### config.mk
export PLATFORM = sky130hd
export DESIGN_NAME = cache_bus_controller
export DESIGN_NICKNAME = d
export VERILOG_FILES = /design/src/source/bus_pkg.sv /design/src/source/cache_bus_controller.sv
export SDC_FILE = /design/constraint.sdc
export NUM_CORES = 1
export LEC_CHECK = 0
export ABC_AREA = 1
export BUFFER_PORTS_ARGS = -buffer_cell sky130_fd_sc_hd__clkbuf_2
export CAP_MARGIN = 20
export CORE_MARGIN = 2
export CORE_UTILIZATION = 40
export CTS_CLUSTER_SIZE = 25
export DETAILED_ROUTE_END_ITERATION = 8
export HOLD_SLACK_MARGIN = 0.08
export PLACE_DENSITY = 0.66
export SYNTH_ARGS = -nofsm -noshare
export SYNTH_HDL_FRONTEND = slang
export SYNTH_SLANG_ARGS = --single-unit
export TNS_END_PERCENT = 5
### constraint.sdc
create_clock -name bus_clk -period 17.3 [get_ports bus_clk]
set_clock_uncertainty 0.2 [all_clocks]
set_input_delay 5.19 -clock bus_clk [delete_from_list [all_inputs] [get_ports bus_clk]]
set_output_delay 5.19 -clock bus_clk [all_outputs]
set_load 0.005 [all_outputs]
### src/source/bus_pkg.sv
package bus_pkg;

   // Bus and line geometry
   localparam int ADDR_W    = 16;
   localparam int LINE_W    = 128;
   localparam int BUS_W     = 32;
   localparam int BEATS     = LINE_W / BUS_W;
   localparam int N_MASTERS = 2;
   localparam int MEM_LINES = 4096;

   // Derived widths
   localparam int OFFSET_W = $clog2(LINE_W / 8);
   localparam int INDEX_W  = $clog2(MEM_LINES);
   localparam int BEAT_W   = $clog2(BEATS);
   localparam int MASTER_W = $clog2(N_MASTERS);

   typedef logic [ADDR_W-1:0] addr_t;
   typedef logic [LINE_W-1:0] line_t;
   typedef logic [BUS_W-1:0]  bus_word_t;

   // Master drive onto the shared bus
   typedef struct packed {
      logic      active;
      logic      header;
      logic      rw;
      addr_t     addr;
      bus_word_t data;
   } bus_drive_t;

   // Slave response back to the masters
   typedef struct packed {
      logic      rvalid;
      bus_word_t rdata;
      logic      ack;
   } bus_rsp_t;

endpackage

### src/source/cache_bus_controller.sv
`timescale 1ns/1ps

module cache_bus_controller (
   input  logic                bus_clk,
   input  logic                reset,
   output logic                br,
   input  logic                bg,
   output bus_pkg::bus_drive_t drive,
   input  bus_pkg::bus_rsp_t   rsp,
   input  logic                en,
   input  logic                wr,
   input  bus_pkg::addr_t      a,
   input  bus_pkg::line_t      write_data,
   output bus_pkg::line_t      read_data,
   output logic                r
);
   import bus_pkg::*;

   typedef enum logic [2:0] {
      S_IDLE,
      S_REQUEST,
      S_HEADER,
      S_BEATS,
      S_WAIT_ACK,
      S_DONE
   } state_t;

   state_t            state;
   logic [BEAT_W-1:0] beat_cnt;
   logic              armed;
   logic              accept;
   logic              listen;
   logic              wr_q;
   addr_t             a_q;
   line_t             wr_shift;
   line_t             rd_shift;

   // New request only once en has been seen low since the last one
   assign accept = (state == S_IDLE) && en && armed;

   // Response belongs to us only while granted and waiting
   assign listen = bg && (state == S_WAIT_ACK);

   always_ff @(posedge bus_clk) begin
      if (reset) begin
         state    <= S_IDLE;
         beat_cnt <= '0;
         armed    <= 1'b1;
      end else begin
         if (!en)
            armed <= 1'b1;
         case (state)
            S_IDLE: begin
               if (accept) begin
                  state <= S_REQUEST;
                  armed <= 1'b0;
               end
            end
            // br goes up here, grant earliest next cycle
            S_REQUEST: state <= S_HEADER;
            S_HEADER: begin
               if (bg) begin
                  beat_cnt <= '0;
                  state    <= wr_q ? S_BEATS : S_WAIT_ACK;
               end
            end
            S_BEATS: begin
               beat_cnt <= beat_cnt + 1'b1;
               if (beat_cnt == BEAT_W'(BEATS - 1))
                  state <= S_WAIT_ACK;
            end
            S_WAIT_ACK: begin
               if (listen && rsp.ack)
                  state <= S_DONE;
            end
            S_DONE: state <= S_IDLE;
            default: state <= S_IDLE;
         endcase
      end
   end

   // Request capture and beat shifting
   always_ff @(posedge bus_clk) begin
      if (accept) begin
         wr_q     <= wr;
         a_q      <= a;
         wr_shift <= write_data;
      end else if (state == S_BEATS) begin
         wr_shift <= wr_shift >> BUS_W;
      end
      // Beat 0 arrives first and ends up in the low word
      if (listen && rsp.rvalid)
         rd_shift <= {rsp.rdata, rd_shift[LINE_W-1:BUS_W]};
      // Last read beat comes with ack
      if (listen && rsp.ack && !wr_q)
         read_data <= {rsp.rdata, rd_shift[LINE_W-1:BUS_W]};
   end

   assign br = (state == S_REQUEST) || (state == S_HEADER) ||
               (state == S_BEATS) || (state == S_WAIT_ACK);

   // Header goes out in the first granted cycle
   assign drive.active = ((state == S_HEADER) && bg) || (state == S_BEATS);
   assign drive.header = (state == S_HEADER);
   assign drive.rw     = wr_q;
   assign drive.addr   = a_q;
   assign drive.data   = (state == S_BEATS) ? wr_shift[BUS_W-1:0] : '0;

   // One-cycle ready to the cache
   assign r = (state == S_DONE);

endmodule

==> impl_metrics.tcl <==
set metrics [dict create \
    synth_nets 1068 \
    fin_crit_sh_pct 64.8 \
    intPower_w 0.00188 \
    clock-sinks 375 \
    critPathMaxFanout 5 \
    vias_per_cell 4.39 \
    tns_ns 0 \
    htree_levels 2 \
    num_io_pins 364 \
    fin_nets 1451 \
    slew_violations 0 \
    die_w_um 186 \
    cts_resized 0 \
    num_rows 66 \
    firstDrtPassIters 4 \
    start_kind "primary input" \
    post-cts-setup-buffers 0 \
    drv_cap 0 \
    antenna_found_initial 1 \
    drive_above_1_share_pct 33.9 \
    final_hold_viol_count 0 \
    critPathArrivalTime_ns 5.81 \
    dieArea_um2 34600 \
    pwr-share-seq_pct 50.7 \
    grt.total_usage_pct 14.5 \
    ys_warn_count 0 \
    fmax_ghz 0.0892 \
    cts_root_buf "clkbuf_16" \
    p_sw_w 0.000647 \
    ys_types 22 \
    tritoncts "yes" \
    cts_buffers 40 \
    wl_um 26400 \
    syn_area_um2 13200 \
    grt_pass1_wl_um 38800 \
    synth_cells 884 \
    portBuffers 363 \
    dp_hpwl_um 17800 \
    powerDensity_nw_per_um2 149 \
    gp_congestion 0.809 \
    critPathRequiredTime_ns 11.91 \
    vias 7653 \
    critPathKind "primary input to primary output" \
    grt_overflow 0 \
    min_path_type "register to register" \
    die_height_um 186 \
    wl_per_cell_um 15.1 \
    finalCriticalPeriod_ns 11.20 \
    run_status "finished clean" \
    initial_utilization_pct 40.7 \
    clk_latency_ns 0.53 \
    clkPwrFrac_pct 34.3 \
    drc 0 \
    cts-hold-fix-buffers 0 \
    end_kind "primary output" \
    clk_pin_slew_ns 0.06 \
    grt_max_degree 86 \
    clock_path_buffers 3 \
    peakVddDrop_mv 0.103 \
    synth-seq-cells 375 \
    max_slew_margin_pct 28.2 \
    drt_iter0_markers 446 \
    syn2layout_area_growth_pct 27.7 \
    grt_setup_unrepaired "false" \
    nFillCells 2806 \
    avgSynthCellArea_um2 15.0 \
    finalSetupViolCount 0 \
    ys_seq_area_share_pct 84.6 \
    grt_pass1_vias 7292 \
    switching_share_pct 25.7 \
    combPwrFrac_pct 15.0 \
    power.leakage_nw 7.17 \
    core_um2 32500 \
    p_total_w 0.00252 \
    worst_slew_pin_slew_ns 1.08 \
    postRouteAntennaNets 0 \
]
per-stage QoR:
stage	setup slack (ns)	cell area (um^2)	hold WS [ns]	util, %	instances
global route	6.01	16900	0.222	52.0	1742
global placement	6.09	15500	0.201	47.7	1666
CTS	6.10	16900	0.217	51.9	1740
finish	6.10	16900	0.214	52.0	1744
detailed placement	6.11	15500	0.205	47.7	1666
floorplan	4.17	13200	0.200	-	884
state kept, by name, summed over array words and instances, names as in the netlist:
| name | cells |
|---|---|
| a_q | 16 |
| read_data | 128 |
| rd_shift | 96 |
| beat_cnt | 2 |
| armed | 1 |
| state | 3 |
| wr_shift | 128 |
| wr_q | 1 |
power groups by stage:
stage	logic (W)	registers [W]	clock network, W
floorplan	0.000270	0.00130	0
global placement	0.000365	0.00130	0
detailed placement	0.000378	0.00130	0
CTS	0.000379	0.00128	0.000889
global route	0.000442	0.00129	0.000924
finish	0.000378	0.00128	0.000866
placed cells by master (no fill, tap or decap), drive strengths merged:
| cell type | instances |
|---|---|
| diode | 3 |
| nand2 | 302 |
| clkinvlp | 2 |
| nor3b | 1 |
| a21oi | 4 |
| clkbuf | 412 |
| ha | 1 |
| edfxtp | 369 |
| nor4 | 1 |
| buf | 8 |
| nand3 | 10 |
| inv | 79 |
| bufinv | 6 |
| nand4 | 1 |
| o211ai | 1 |
| nor2 | 77 |
| o21ai | 4 |
| dfxtp | 6 |
| clkinv | 15 |
metal layers:
layer	vias up	part of all wire, %	track usage [%]
li1	3770	-	-
met1	3578	39	17.8
met2	257	51	24.8
met3	48	6.9	3.54
met4	0	2.6	5.76
met5	-	0	0
final timing paths:
path / slack [ns] / start / cells past startpoint / to
worst max register to register: 13.42 / state[0] / 9 / wr_shift[10]
worst min register to register: 0.21 / rd_shift[34] / 0 / read_data[2]
worst min-delay path: 0.21 / rd_shift[34] / 0 / read_data[2]
worst max-delay path: 6.10 / bg / 4 / drive[50]
Yosys cell counts:
cell type    n  share of area (%)
nand2_1    302                8.6
nand4_1      1              0.047
inv_2        1              0.028
clkbuf_1     4               0.11
a21oi_1      4               0.15
nor2_1      75                2.1
inv_1       75                2.1
nor4_1       1              0.047
nand3_2      2               0.15
buf_4        2               0.11
edfxtp_1   369                 84
nor2_4       1              0.085
o211ai_1     1              0.057
dfxtp_1      6               0.91
nor3b_1      1              0.057
buf_6        4               0.34
nand3_1      8               0.30
o21ai_0      4               0.15
clkinv_2     1              0.038
ha_1         1              0.094
nor2_2       1              0.047
buf_2       20               0.76
worst max-delay path: stages:
cell and delay, ns:
clkbuf_2 0.09, inv_1 0.10, o21ai_0 0.27, clkbuf_2 0.17
layout make-up:
type	count	area [um^2]	area share [%]
Timing Repair Buffer	371	1900	11.2
Antenna cell	3	7.51	0.0444
Clock inverter	25	308	1.82
Clock buffer	49	1040	6.18
Multi-Input combinational cell	402	1610	9.51
Inverter	77	290	1.72
Sequential cell	375	11200	66.2
Tap cell	442	553	3.27
logic make-up (layout without fill, tap and decap cells):
kind of cell / Yosys count / in the layout / share of synthesized area (%)
AOI/OAI and AO/OA: 9 / 9 / 0.359
adders and majority gates: 1 / 1 / 0.0945
buffers and inverters: 107 / 522 / 3.52
DFF: 375 / 375 / 84.6
other: 0 / 3 / 0
and+or+nand+nor: 392 / 392 / 11.4
Power figures use the tool's default switching activity.
