==> src/source/bus_pkg.sv <==
package bus_pkg;

   // Bus and line geometry
   localparam int ADDR_W    = 16;
   localparam int LINE_W    = 128;
   localparam int BUS_W     = 32;
   localparam int BEATS     = LINE_W / BUS_W;
   localparam int N_MASTERS = 2;
   localparam int MEM_LINES = 4096;

   // Derived widths
   localparam int OFFSET_W = $clog2(LINE_W / 8);
   localparam int INDEX_W  = $clog2(MEM_LINES);
   localparam int BEAT_W   = $clog2(BEATS);
   localparam int MASTER_W = $clog2(N_MASTERS);

   typedef logic [ADDR_W-1:0] addr_t;
   typedef logic [LINE_W-1:0] line_t;
   typedef logic [BUS_W-1:0]  bus_word_t;

   // Master drive onto the shared bus
   typedef struct packed {
      logic      active;
      logic      header;
      logic      rw;
      addr_t     addr;
      bus_word_t data;
   } bus_drive_t;

   // Slave response back to the masters
   typedef struct packed {
      logic      rvalid;
      bus_word_t rdata;
      logic      ack;
   } bus_rsp_t;

endpackage

==> src/source/mem_bus_controller.sv <==
`timescale 1ns/1ps

module mem_bus_controller (
   input  logic                bus_clk,
   input  logic                reset,
   input  bus_pkg::bus_drive_t bus,
   output bus_pkg::bus_rsp_t   rsp,
   output logic                mem_en,
   output logic                mem_wr,
   output bus_pkg::addr_t      mem_a,
   output bus_pkg::line_t      mem_write_data,
   input  bus_pkg::line_t      mem_read_data
);
   import bus_pkg::*;

   typedef enum logic [2:0] {
      M_IDLE,
      M_COLLECT,
      M_WRITE,
      M_READ,
      M_BEATS
   } state_t;

   state_t            state;
   logic [BEAT_W-1:0] beat_cnt;
   logic              last_beat;
   addr_t             addr_q;
   line_t             wline;

   assign last_beat = (beat_cnt == BEAT_W'(BEATS - 1));

   always_ff @(posedge bus_clk) begin
      if (reset) begin
         state    <= M_IDLE;
         beat_cnt <= '0;
      end else begin
         case (state)
            M_IDLE: begin
               // Header beat picks the direction
               if (bus.active && bus.header) begin
                  beat_cnt <= '0;
                  state    <= bus.rw ? M_COLLECT : M_READ;
               end
            end
            M_COLLECT: begin
               if (bus.active) begin
                  beat_cnt <= beat_cnt + 1'b1;
                  if (last_beat)
                     state <= M_WRITE;
               end
            end
            // Line write and ack in the same cycle
            M_WRITE: state <= M_IDLE;
            // Memory read issued, line back next cycle
            M_READ: begin
               beat_cnt <= '0;
               state    <= M_BEATS;
            end
            M_BEATS: begin
               beat_cnt <= beat_cnt + 1'b1;
               if (last_beat)
                  state <= M_IDLE;
            end
            default: state <= M_IDLE;
         endcase
      end
   end

   // Address latch and write line assembly
   always_ff @(posedge bus_clk) begin
      if ((state == M_IDLE) && bus.active && bus.header)
         addr_q <= bus.addr;
      if ((state == M_COLLECT) && bus.active)
         wline <= {bus.data, wline[LINE_W-1:BUS_W]};
   end

   assign mem_en         = (state == M_WRITE) || (state == M_READ);
   assign mem_wr         = (state == M_WRITE);
   assign mem_a          = addr_q;
   assign mem_write_data = wline;

   // Memory output holds while the bus is owned, so beats slice it directly
   assign rsp.rvalid = (state == M_BEATS);
   assign rsp.rdata  = mem_read_data[beat_cnt*BUS_W +: BUS_W];
   assign rsp.ack    = (state == M_WRITE) || ((state == M_BEATS) && last_beat);

endmodule

==> config.mk <==
export PLATFORM = sky130hd
export DESIGN_NAME = mem_bus_controller
export DESIGN_NICKNAME = d
export VERILOG_FILES = /design/src/source/bus_pkg.sv /design/src/source/mem_bus_controller.sv
export SDC_FILE = /design/constraint.sdc
export NUM_CORES = 1
export LEC_CHECK = 0
export BUFFER_PORTS_ARGS = -buffer_cell sky130_fd_sc_hd__clkbuf_2
export CELL_PAD_IN_SITES_DETAIL_PLACEMENT = 0
export CELL_PAD_IN_SITES_GLOBAL_PLACEMENT = 1
export CORE_AREA = 2 2 142 144
export CTS_CLUSTER_DIAMETER = 150
export DETAILED_ROUTE_END_ITERATION = 16
export DIE_AREA = 0 0 144 146
export GPL_TIMING_DRIVEN = 0
export PLACE_DENSITY = 0.8
export SLEW_MARGIN = 10
export SYNTH_ARGS = -nofsm -noshare
export SYNTH_HDL_FRONTEND = slang
export SYNTH_SLANG_ARGS = --single-unit
==> constraint.sdc <==
create_clock -name bus_clk -period 8.25 [get_ports bus_clk]
set_clock_uncertainty 0.1 [all_clocks]
set_input_delay 0.825 -clock bus_clk [delete_from_list [all_inputs] [get_ports bus_clk]]
set_output_delay 0.825 -clock bus_clk [all_outputs]
set_load 0.02 [all_outputs]
==> results.yml, run 1 <==
run_status:
  status: "completed"
synth:
  ys_ff_latch: 149
  synthCells: 222
  synth-edff-count: 144
  syn_nets: 404
  ys_warn_count: 0
  postSynthAreaPerCell_sq_um: 24.44
  synth_ff_type: "edfxtp_1"
  syn-cell-area_sq_um: 5426
  synthArstFlopShare_pct: 0
  synth-seq-area-share_pct: 81.53
  ys_types: 25
global_routing:
  grtUsageTotal_pct: 15.12
  grt_pass1_wl_mm: 22.96
  grt-ovfl-total: 0
  antenna_found_initial: 0
  grt_start_max_net_pins: 30
  grt_pass1_vias: 3884
final_layout:
  utilization_pct: 42.87
  n_antenna_cell: 0
  synthToLayoutAreaGrowth_pct: 52.73
  drive_gt1_share_pct: 71.08
  num-nets-final: 788
pwr:
  ir_drop_mv: 0.1072
  finalPower_mw: 1.831
  leakage_nw: 3.499
  power_density_nw_per_um2: 220.9
hold_path:
  min_from: "mem_write_data[126]$_DFFE_PP_"
  min_path_cells: 0
  worstHoldEndpoint: "mem_write_data[94]$_DFFE_PP_"
  hold_class: "flip-flop to flip-flop"
floorplanning:
  die_h_um: 146
  die_area_sq_um: 21020
  start_util_pct: 28.07
  rows: 51
  fp.coreArea_sq_um: 19330
  ios: 361
  die_width_um: 144
sta:
  drv_slew: 0
  max-slew-margin-rel_pct: 40.61
  hold_viol: 0
  fin_crit_ns: 2.927
  rsz0062_at_grt: "no"
  post-route-period-util_pct: 35.47
  tightest_slew_ns: 0.8888
  fmax_ghz: 0.3417
  finalSetupViolations: 0
clock_network:
  path_clk_slew_ns: 0.07
  holdBufCountCts: 0
  cts_buffers: 17
  root_buffer: "clkbuf_16"
  clock_latency_ns: 0.42
  clock-sinks: 149
  cts_resized: 0
  h-tree-depth: 4
  postCtsSetupBuffers: 0
  clock_path_buffers: 2
  cts_tree: "done"
worst_setup_path:
  ff2ff_path_depth: 5
  cp-start-kind: "flip-flop"
  r2r_slack_ns: 5.89
  critPathKind: "flip-flop to output port"
  cp-end-kind: "output port"
  reg2reg_from: "state[0]$_SDFFE_PP0P_"
  cp.required_ns: 7.32
  cp_data_arrival_time_ns: 2.00
  path_max_fanout: 10
  r2r-end: "mem_write_data[45]$_DFFE_PP_"
drt:
  ant_nets: 0
  routed-via-count: 3763
  drt_iter0_markers: 195
  avgRoutedWirePerCell_um: 18.13
  viasPerCell: 4.257
  wl_mm: 16.03
  first_pass_iters: 4
  drc_errors: 0
job:
  cap_violations: 0
placed_design:
  place_congestion: 0.8518
  dp_hpwl_mm: 13.05
  io_buffers: 360
## layer usage
| metal | vias up | part of all wire (%) | global-route usage, % |
|---|---|---|---|
| met1 | 1815 | 37 | 16.95 |
| met4 | 0 | 2.3 | 6.078 |
| li1 | 1707 | - | - |
| met3 | 24 | 9.5 | 5.594 |
| met2 | 217 | 52 | 25.90 |
| met5 | - | 0 | 0 |
## cells in the mapped netlist (2+ instances only)
library cell | n | area (sq um)
dfxtp_1 | 5 | 100.1
nor2_1 | 5 | 18.77
inv_1 | 3 | 11.26
nor3b_1 | 2 | 15.01
mux2i_1 | 4 | 40.04
clkbuf_1 | 2 | 7.510
edfxtp_1 | 144 | 4324
buf_4 | 3 | 22.52
a21oi_1 | 2 | 10.01
nand2b_1 | 3 | 18.77
mux4_2 | 32 | 720.7
buf_2 | 4 | 20.02
## worst max-delay path by stage
| stage | start | to | slack [ns] | cells past startpoint |
|---|---|---|---|---|
| floorplan | bus[50] | mem_write_data[0]$_DFFE_PP_ | 1.32 | 2 |
| global placement | bus[50] | mem_write_data[8]$_DFFE_PP_ | -0.88 | 3 |
| detailed placement | bus[50] | mem_write_data[40]$_DFFE_PP_ | 5.49 | 5 |
| CTS | beat_cnt[1]$_SDFFE_PP0P_ | rsp[12] | 5.28 | 4 |
| global route | beat_cnt[1]$_SDFFE_PP0P_ | rsp[15] | 5.20 | 4 |
| finish | beat_cnt[1]$_SDFFE_PP0P_ | rsp[19] | 5.32 | 4 |
## through the flow
stage | setup slack (ns) | area [sq um] | hold slack [ns] | setup TNS, ns | cells
after global placement | -0.8814 | 7560 | 0.3286 | -111.50 | 847
after detailed placement | 5.486 | 7675 | 0.3319 | 0 | 852
after global routing | 5.198 | 8288 | 0.3559 | 0 | 884
after CTS | 5.278 | 8288 | 0.3466 | 0 | 884
final | 5.324 | 8288 | 0.3442 | 0 | 884
after floorplan | 1.320 | 5426 | 0.4887 | 0 | 222
## logic make-up after synthesis
| logic type | Yosys count | synth area share, % |
|---|---|---|
| compound gates | 6 | 0.7379 |
| flops | 149 | 81.53 |
| fa+ha+maj | 1 | 0.2305 |
| mux | 36 | 14.02 |
| buf+inv | 13 | 1.337 |
| simple gates | 16 | 1.844 |
| xor+xnor | 1 | 0.2998 |
## power breakdown
group          internal (mW)  switching (mW)
clock                  0.460           0.336
combinational         0.0761          0.0963
sequential             0.854         0.00923
total                   1.39           0.442
## critical path, cell delays in order (launching register included)
cell	delay, ns
dfxtp_1	0.33
buf_2	0.18
clkbuf_1	0.48
mux4_2	0.41
clkbuf_2	0.17
## state kept, by name (all words and copies together) (netlist names)
register	flops
mem_write_data	128
mem_a	16
state	3
beat_cnt	2
## final cells by class
class,instances,area [sq um]
clock inverters,15,187.7
multi-input cells,60,942.2
repair buffers,365,1904
fillers,1759,11050
flip-flops and latches,149,4424
well taps,265,331.6
clock buffers,17,425.4
plain buffers,10,61.31
inverters,3,11.26
## cell usage in the layout, fill, tap and decap left out, drive strengths merged
master      n
a2111oi     1
a21oi       2
a22oi       1
buf        13
bufinv      2
clkbuf    379
clkinv      3
clkinvlp    2
dfxtp       5
edfxtp    144
ha          1
inv        11
mux2i       4
mux4       32
nand2       1
nand2b      3
nand3       1
nand3b      1
nand4bb     1
nor2        5
nor3b       2
nor4bb      1
o21ai       1
o22a        1
or4b        1
xor2        1
Note: power is estimated with default switching activity, not from simulation.
==> run 2: changes to the inputs <==
--- a/config.mk
+++ b/config.mk
@@ -13,7 +13,7 @@
 export DETAILED_ROUTE_END_ITERATION = 16
 export DIE_AREA = 0 0 144 146
 export GPL_TIMING_DRIVEN = 0
-export PLACE_DENSITY = 0.8
+export PLACE_DENSITY = 0.83
 export SLEW_MARGIN = 10
 export SYNTH_ARGS = -nofsm -noshare
 export SYNTH_HDL_FRONTEND = slang
==> constraint.sdc (replaced) <==
create_clock -name bus_clk -period 2.6 [get_ports bus_clk]
set_clock_uncertainty 0.1 [all_clocks]
set_input_delay 0.26 -clock bus_clk [delete_from_list [all_inputs] [get_ports bus_clk]]
set_output_delay 0.26 -clock bus_clk [all_outputs]
set_load 0.02 [all_outputs]
==> results.yml, run 2 (synthesis results as in run 1) <==
run_status:
  status: "completed"
worst_setup_path:
  critical-path-top-delay-family: "buffers and inverters"
  cp.required_ns: 2.24
  cp_data_arrival_time_ns: 1.99
  critical_path.cell_chain: "buf_2, clkbuf_1, mux4_2, clkbuf_2"
  path_max_fanout: 10
  critPathKind: "flip-flop to output port"
  cpPeakStageDelay_ns: 0.45
  cp-end-kind: "output port"
  path_buf_inv: 3
  cp-start-kind: "flip-flop"
  slowest_stage: "clkbuf_1"
final_layout:
  mostFrequentLayoutCells: "360 x clkbuf_2, 144 x edfxtp_1, 50 x dlygate4sd3_1"
  n_fill_cell: 1718
  n_antenna_cell: 0
  layout_commonest_cell: "clkbuf_2"
  largest_reg_flops: 128
  num-nets-final: 839
  instances_no_fill: 935
  seqCellArea_sq_um: 4425
  drive_gt1_share_pct: 66.27
  synthToLayoutAreaGrowth_pct: 61.84
  multi_input_area_sq_um: 958.4
sta:
  post-route-period-util_pct: 90.31
  drv_slew: 0
  hold_viol: 0
  fin_crit_ns: 2.348
  max-slew-margin-rel_pct: 44.03
  setup_ws_ns: 0.2519
  tightest_slew_ns: 0.8387
  fmax_ghz: 0.4259
  finalSetupViolations: 0
  rsz0062_at_grt: "no"
floorplanning:
  ios: 361
  die_area_sq_um: 21020
  die_width_um: 144
  rows: 51
  die_h_um: 146
  start_util_pct: 28.07
  fp.coreArea_sq_um: 19330
global_routing:
  antenna_found_initial: 0
  grtUsageTotal_pct: 15.20
  grt_pass1_wl_mm: 23.26
  grt_pass1_vias: 4195
  grt-ovfl-total: 0
  grt_start_max_net_pins: 31
clock_network:
  cts_buffers: 17
  cts_tree: "done"
  clock_path_buffers: 2
  h-tree-depth: 4
  clock_latency_ns: 0.42
  root_buffer: "clkbuf_16"
  path_clk_slew_ns: 0.06
  clock-sinks: 149
  cts_resized: 0
  postCtsSetupBuffers: 0
placed_design:
  dpl.cell_count: 852
  io_buffers: 360
  place_congestion: 0.8376
  dp_hpwl_mm: 12.66
  dp_slack_ns: 0.08620
drt:
  avgRoutedWirePerCell_um: 17.46
  ant_nets: 0
  viasPerCell: 4.237
  drc_errors: 0
  wl_mm: 16.33
  routed-via-count: 3962
  first_pass_iters: 4
  drt_iter0_markers: 179
hold_path:
  hold_class: "input port to flip-flop"
pwr:
  ir_drop_mv: 0.3702
  power_density_nw_per_um2: 650.0
  leakage_nw: 3.691
job:
  cap_violations: 0
==> run 2: cell types whose count changed in the layout (fill, tap and decap cells not counted), sizes merged <==
cell	before	now
inv	11	10
dlygate4sd3	0	50
nor2	5	6
clkinvlp	2	4
clkinv	3	4
bufinv	2	0
==> run 2: report_power, final <==
group / total [mW] / internal [mW] / leakage, nW / switching (mW)
registers: 2.74 / 2.71 / 1.36 / 0.0318
logic: 0.611 / 0.292 / 2.06 / 0.319
clock network: 2.36 / 1.28 / 0.274 / 1.07
==> run 2: worst min-delay path: stages <==
cell	delay [ns]
clkbuf_2	0.11
a21oi_1	0.12
nor4bb_1	0.05
==> run 2: worst paths after layout <==
path	start	cells past startpoint	endpoint	slack [ns]
worst min register to register	mem_write_data[113]$_DFFE_PP_	0	mem_write_data[81]$_DFFE_PP_	0.35
worst max register to register	state[0]$_SDFFE_PP0P_	6	mem_write_data[29]$_DFFE_PP_	0.36
worst min-delay path	bus[49]	3	state[0]$_SDFFE_PP0P_	0.07
worst max-delay path	beat_cnt[1]$_SDFFE_PP0P_	4	rsp[24]	0.25
==> run 2: routing by layer <==
layer	GRT usage [%]	up-vias	wire [um]
met5	0	-	0
met2	26.26	238	8333
li1	-	1811	-
met3	4.870	31	1299
met4	7.108	0	463
met1	16.87	1882	6233
==> run 2: layout make-up <==
class | instances | share of cell area (%)
Clock buffer | 17 | 4.844
Clock inverter | 15 | 1.838
Inverter | 3 | 0.1282
Buffer | 10 | 0.7693
Sequential cell | 149 | 50.39
Tap cell | 265 | 3.775
Timing Repair Buffer | 415 | 27.34
Multi-Input combinational cell | 61 | 10.91
==> run 2: metrics by stage <==
| stage | utilization (%) | hold WS, ns | area (sq um) | total power, mW | setup TNS [ns] |
|---|---|---|---|---|---|
| 2_1_floorplan | - | 0.2282 | 5451 | 3.055 | -50.23 |
| 3_3_place_gp | 39.23 | 0.3283 | 7585 | 3.321 | -163.29 |
| 3_5_place_dp | 39.77 | 0.3320 | 7689 | 3.344 | 0 |
| 4_1_cts | 45.39 | 0.05295 | 8776 | 5.772 | 0 |
| 5_1_grt | 45.42 | 0.08081 | 8782 | 5.910 | 0 |
| 6_report | 45.42 | 0.07187 | 8782 | 5.708 | 0 |
==> run 2: timing repair <==
action                                  4_1_cts  5_1_grt
hold endpoints to repair                     51        0
hold buffers                                 50        0
endpoints found under the setup margin        0       50
==> run 3: changes to the inputs <==
--- a/config.mk
+++ b/config.mk
@@ -5,15 +5,15 @@
 export SDC_FILE = /design/constraint.sdc
 export NUM_CORES = 1
 export LEC_CHECK = 0
+export ABC_AREA = 1
 export BUFFER_PORTS_ARGS = -buffer_cell sky130_fd_sc_hd__clkbuf_2
 export CELL_PAD_IN_SITES_DETAIL_PLACEMENT = 0
 export CELL_PAD_IN_SITES_GLOBAL_PLACEMENT = 1
-export CORE_AREA = 2 2 142 144
+export CORE_UTILIZATION = 28
 export CTS_CLUSTER_DIAMETER = 150
 export DETAILED_ROUTE_END_ITERATION = 16
-export DIE_AREA = 0 0 144 146
 export GPL_TIMING_DRIVEN = 0
-export PLACE_DENSITY = 0.83
+export PLACE_DENSITY_LB_ADDON = 0.1
 export SLEW_MARGIN = 10
 export SYNTH_ARGS = -nofsm -noshare
 export SYNTH_HDL_FRONTEND = slang
==> results.yml, run 3 <==
run_status:
  status: "completed"
pwr:
  p_int_mw: 5.019
  switching_power_mw: 2.637
  finalPower_mw: 7.655
  ir_drop_mv: 0.4946
  p_clk_share_pct: 30.0
  leakage_nw: 3.835
  power_density_nw_per_um2: 865.0
  seqPwrFrac_pct: 40.2
  power_frac_comb_pct: 29.7
  p_sw_share_pct: 34.44
placed_design:
  place_congestion: 0.8506
  dpl_cell_area_sq_um: 7785
  dpl.cell_count: 1004
  io_buffers: 360
  dp_slack_ns: 0.5132
  dp_hpwl_mm: 12.64
worst_setup_path:
  r2r_slack_ns: 0.55
  crit_start: "beat_cnt[1]$_SDFFE_PP0P_"
  r2r-end: "mem_a[14]$_DFFE_PP_"
  path_max_fanout: 10
  cp-end-kind: "output port"
  cp.depth: 5
  path_buf_inv: 3
  critical-path-top-delay-family: "buffers and inverters"
  critical_path.cell_chain: "inv_1, clkbuf_1, o21ai_0, o22ai_1, clkbuf_2"
  reg2reg_from: "state[0]$_SDFFE_PP0P_"
  cp_data_arrival_time_ns: 1.86
  cp-start-kind: "flip-flop"
  cp.required_ns: 2.24
  crit_end: "rsp[20]"
  critPathKind: "flip-flop to output port"
  cpPeakStageDelay_ns: 0.39
  ff2ff_path_depth: 4
  slowest_stage: "dfxtp_1"
floorplanning:
  rows: 51
  fp.coreArea_sq_um: 19460
  ios: 361
  die_h_um: 142.7
  die_width_um: 142.7
  start_util_pct: 28.48
  die_area_sq_um: 20360
clock_network:
  h-tree-depth: 4
  clock-sinks: 149
  path_clk_slew_ns: 0.06
  clock_latency_ns: 0.41
  root_buffer: "clkbuf_16"
  cts_buffers: 17
  cts_tree: "done"
  postCtsSetupBuffers: 0
  clock_path_buffers: 2
  cts_resized: 0
  holdBufCountCts: 50
drt:
  avgRoutedWirePerCell_um: 15.04
  first_pass_iters: 4
  ant_nets: 0
  drt_iter0_markers: 205
  viasPerCell: 4.312
  routed-via-count: 4683
  wl_mm: 16.34
  drc_errors: 0
final_layout:
  num-nets-final: 990
  largest_reg_flops: 128
  n_antenna_cell: 0
  utilization_pct: 45.47
  finalInstanceArea_sq_um: 8850
  n_fill_cell: 1811
  drive_gt1_share_pct: 51.28
  layout_commonest_cell: "clkbuf_2"
  synthToLayoutAreaGrowth_pct: 59.66
  instances_no_fill: 1086
  mostFrequentLayoutCells: "361 x clkbuf_2, 144 x edfxtp_1, 69 x nor2_1"
sta:
  fin_crit_ns: 2.224
  rsz0062_at_grt: "no"
  setup_tns_ns: 0
  hold_viol: 0
  max-slew-margin-rel_pct: 21.83
  post-route-period-util_pct: 85.53
  fmax_ghz: 0.4497
  drv_slew: 0
  finalSetupViolations: 0
  setup_ws_ns: 0.3763
  tightest_slew_ns: 1.168
  whs_ns: 0.1801
synth:
  synthArstFlopShare_pct: 0
  synth_area_leaders: "edfxtp_1 78%, o21ai_0 5.4%, nor2_1 4.7%, o22ai_1 3.6%, dfxtp_1 1.8%"
  synthCells: 375
  ys_types: 21
  syn-cell-area_sq_um: 5543
  synth_ff_type: "edfxtp_1"
  synth-edff-count: 144
  synth.most_common_cell: "edfxtp_1"
  synthDominantCellAreaShare_pct: 78.01
  ys_ff_latch: 149
  ys_warn_count: 0
  yosys.area.top_type: "edfxtp_1"
  postSynthAreaPerCell_sq_um: 14.78
  netlist_top_cells_count: "144 x edfxtp_1, 70 x nor2_1, 60 x o21ai_0"
  synth-seq-area-share_pct: 79.82
  syn_nets: 557
global_routing:
  antenna_found_initial: 0
  grt-ovfl-total: 0
  grt_start_max_net_pins: 34
  grt_pass1_vias: 4658
  grt_pass1_wl_mm: 24.16
  grtUsageTotal_pct: 15.86
hold_path:
  hold_class: "input port to flip-flop"
job:
  cap_violations: 0
-- run 3: routing by layer --
layer	share of wire (%)	GRT usage (%)
met5	0	0
met2	51	27.48
met3	9.3	6.304
met1	38	16.99
met4	2.3	7.131
-- run 3: worst min-delay path by stage --
stage | start | to | slack, ns | cells after the start
after CTS | bus[49] | state[0]$_SDFFE_PP0P_ | 0.17 | 5
after floorplan | reset | state[2]$_SDFFE_PP0P_ | 0.22 | 1
after global routing | bus[49] | state[0]$_SDFFE_PP0P_ | 0.22 | 5
after detailed placement | mem_write_data[56]$_DFFE_PP_ | mem_write_data[24]$_DFFE_PP_ | 0.33 | 0
after global placement | mem_write_data[60]$_DFFE_PP_ | mem_write_data[28]$_DFFE_PP_ | 0.33 | 0
final | bus[49] | state[1]$_SDFFE_PP0P_ | 0.18 | 5
-- run 3: worst register-to-register path: cells and delay by family, from the launching register on --
kind / cells / cell delay (ns)
flops: 1 / 0.31
simple gates: 3 / 1.12
buf+inv: 1 / 0.13
-- run 3: power by group through the flow --
stage	clock network, mW	logic (mW)	registers, mW
2_1_floorplan	0	1.10	3.40
3_3_place_gp	0	2.17	3.14
3_5_place_dp	0	2.24	3.13
4_1_cts	2.38	2.30	3.08
5_1_grt	2.46	2.47	3.11
6_report	2.30	2.28	3.08
-- run 3: cell type report --
type | instances | area (sq um) | share of cell area, %
multi-input cells | 196 | 960.9 | 10.86
well taps | 265 | 331.6 | 3.747
plain buffers | 21 | 138.9 | 1.569
flip-flops and latches | 149 | 4428 | 50.04
clock inverters | 15 | 138.9 | 1.569
inverters | 9 | 36.28 | 0.4100
clock buffers | 17 | 425.4 | 4.807
repair buffers | 414 | 2390 | 27.00
-- run 3: logic make-up (layout without fill, tap and decap cells) --
group / Yosys count / count (layout) / share of synthesized area [%]
buffers and inverters: 30 / 476 / 3.115
adder cells (fa/ha/maj): 1 / 1 / 0.2257
AND/OR/NAND/NOR: 92 / 92 / 6.817
flip-flops: 149 / 149 / 79.82
AO/OA/AOI/OAI: 103 / 103 / 10.02
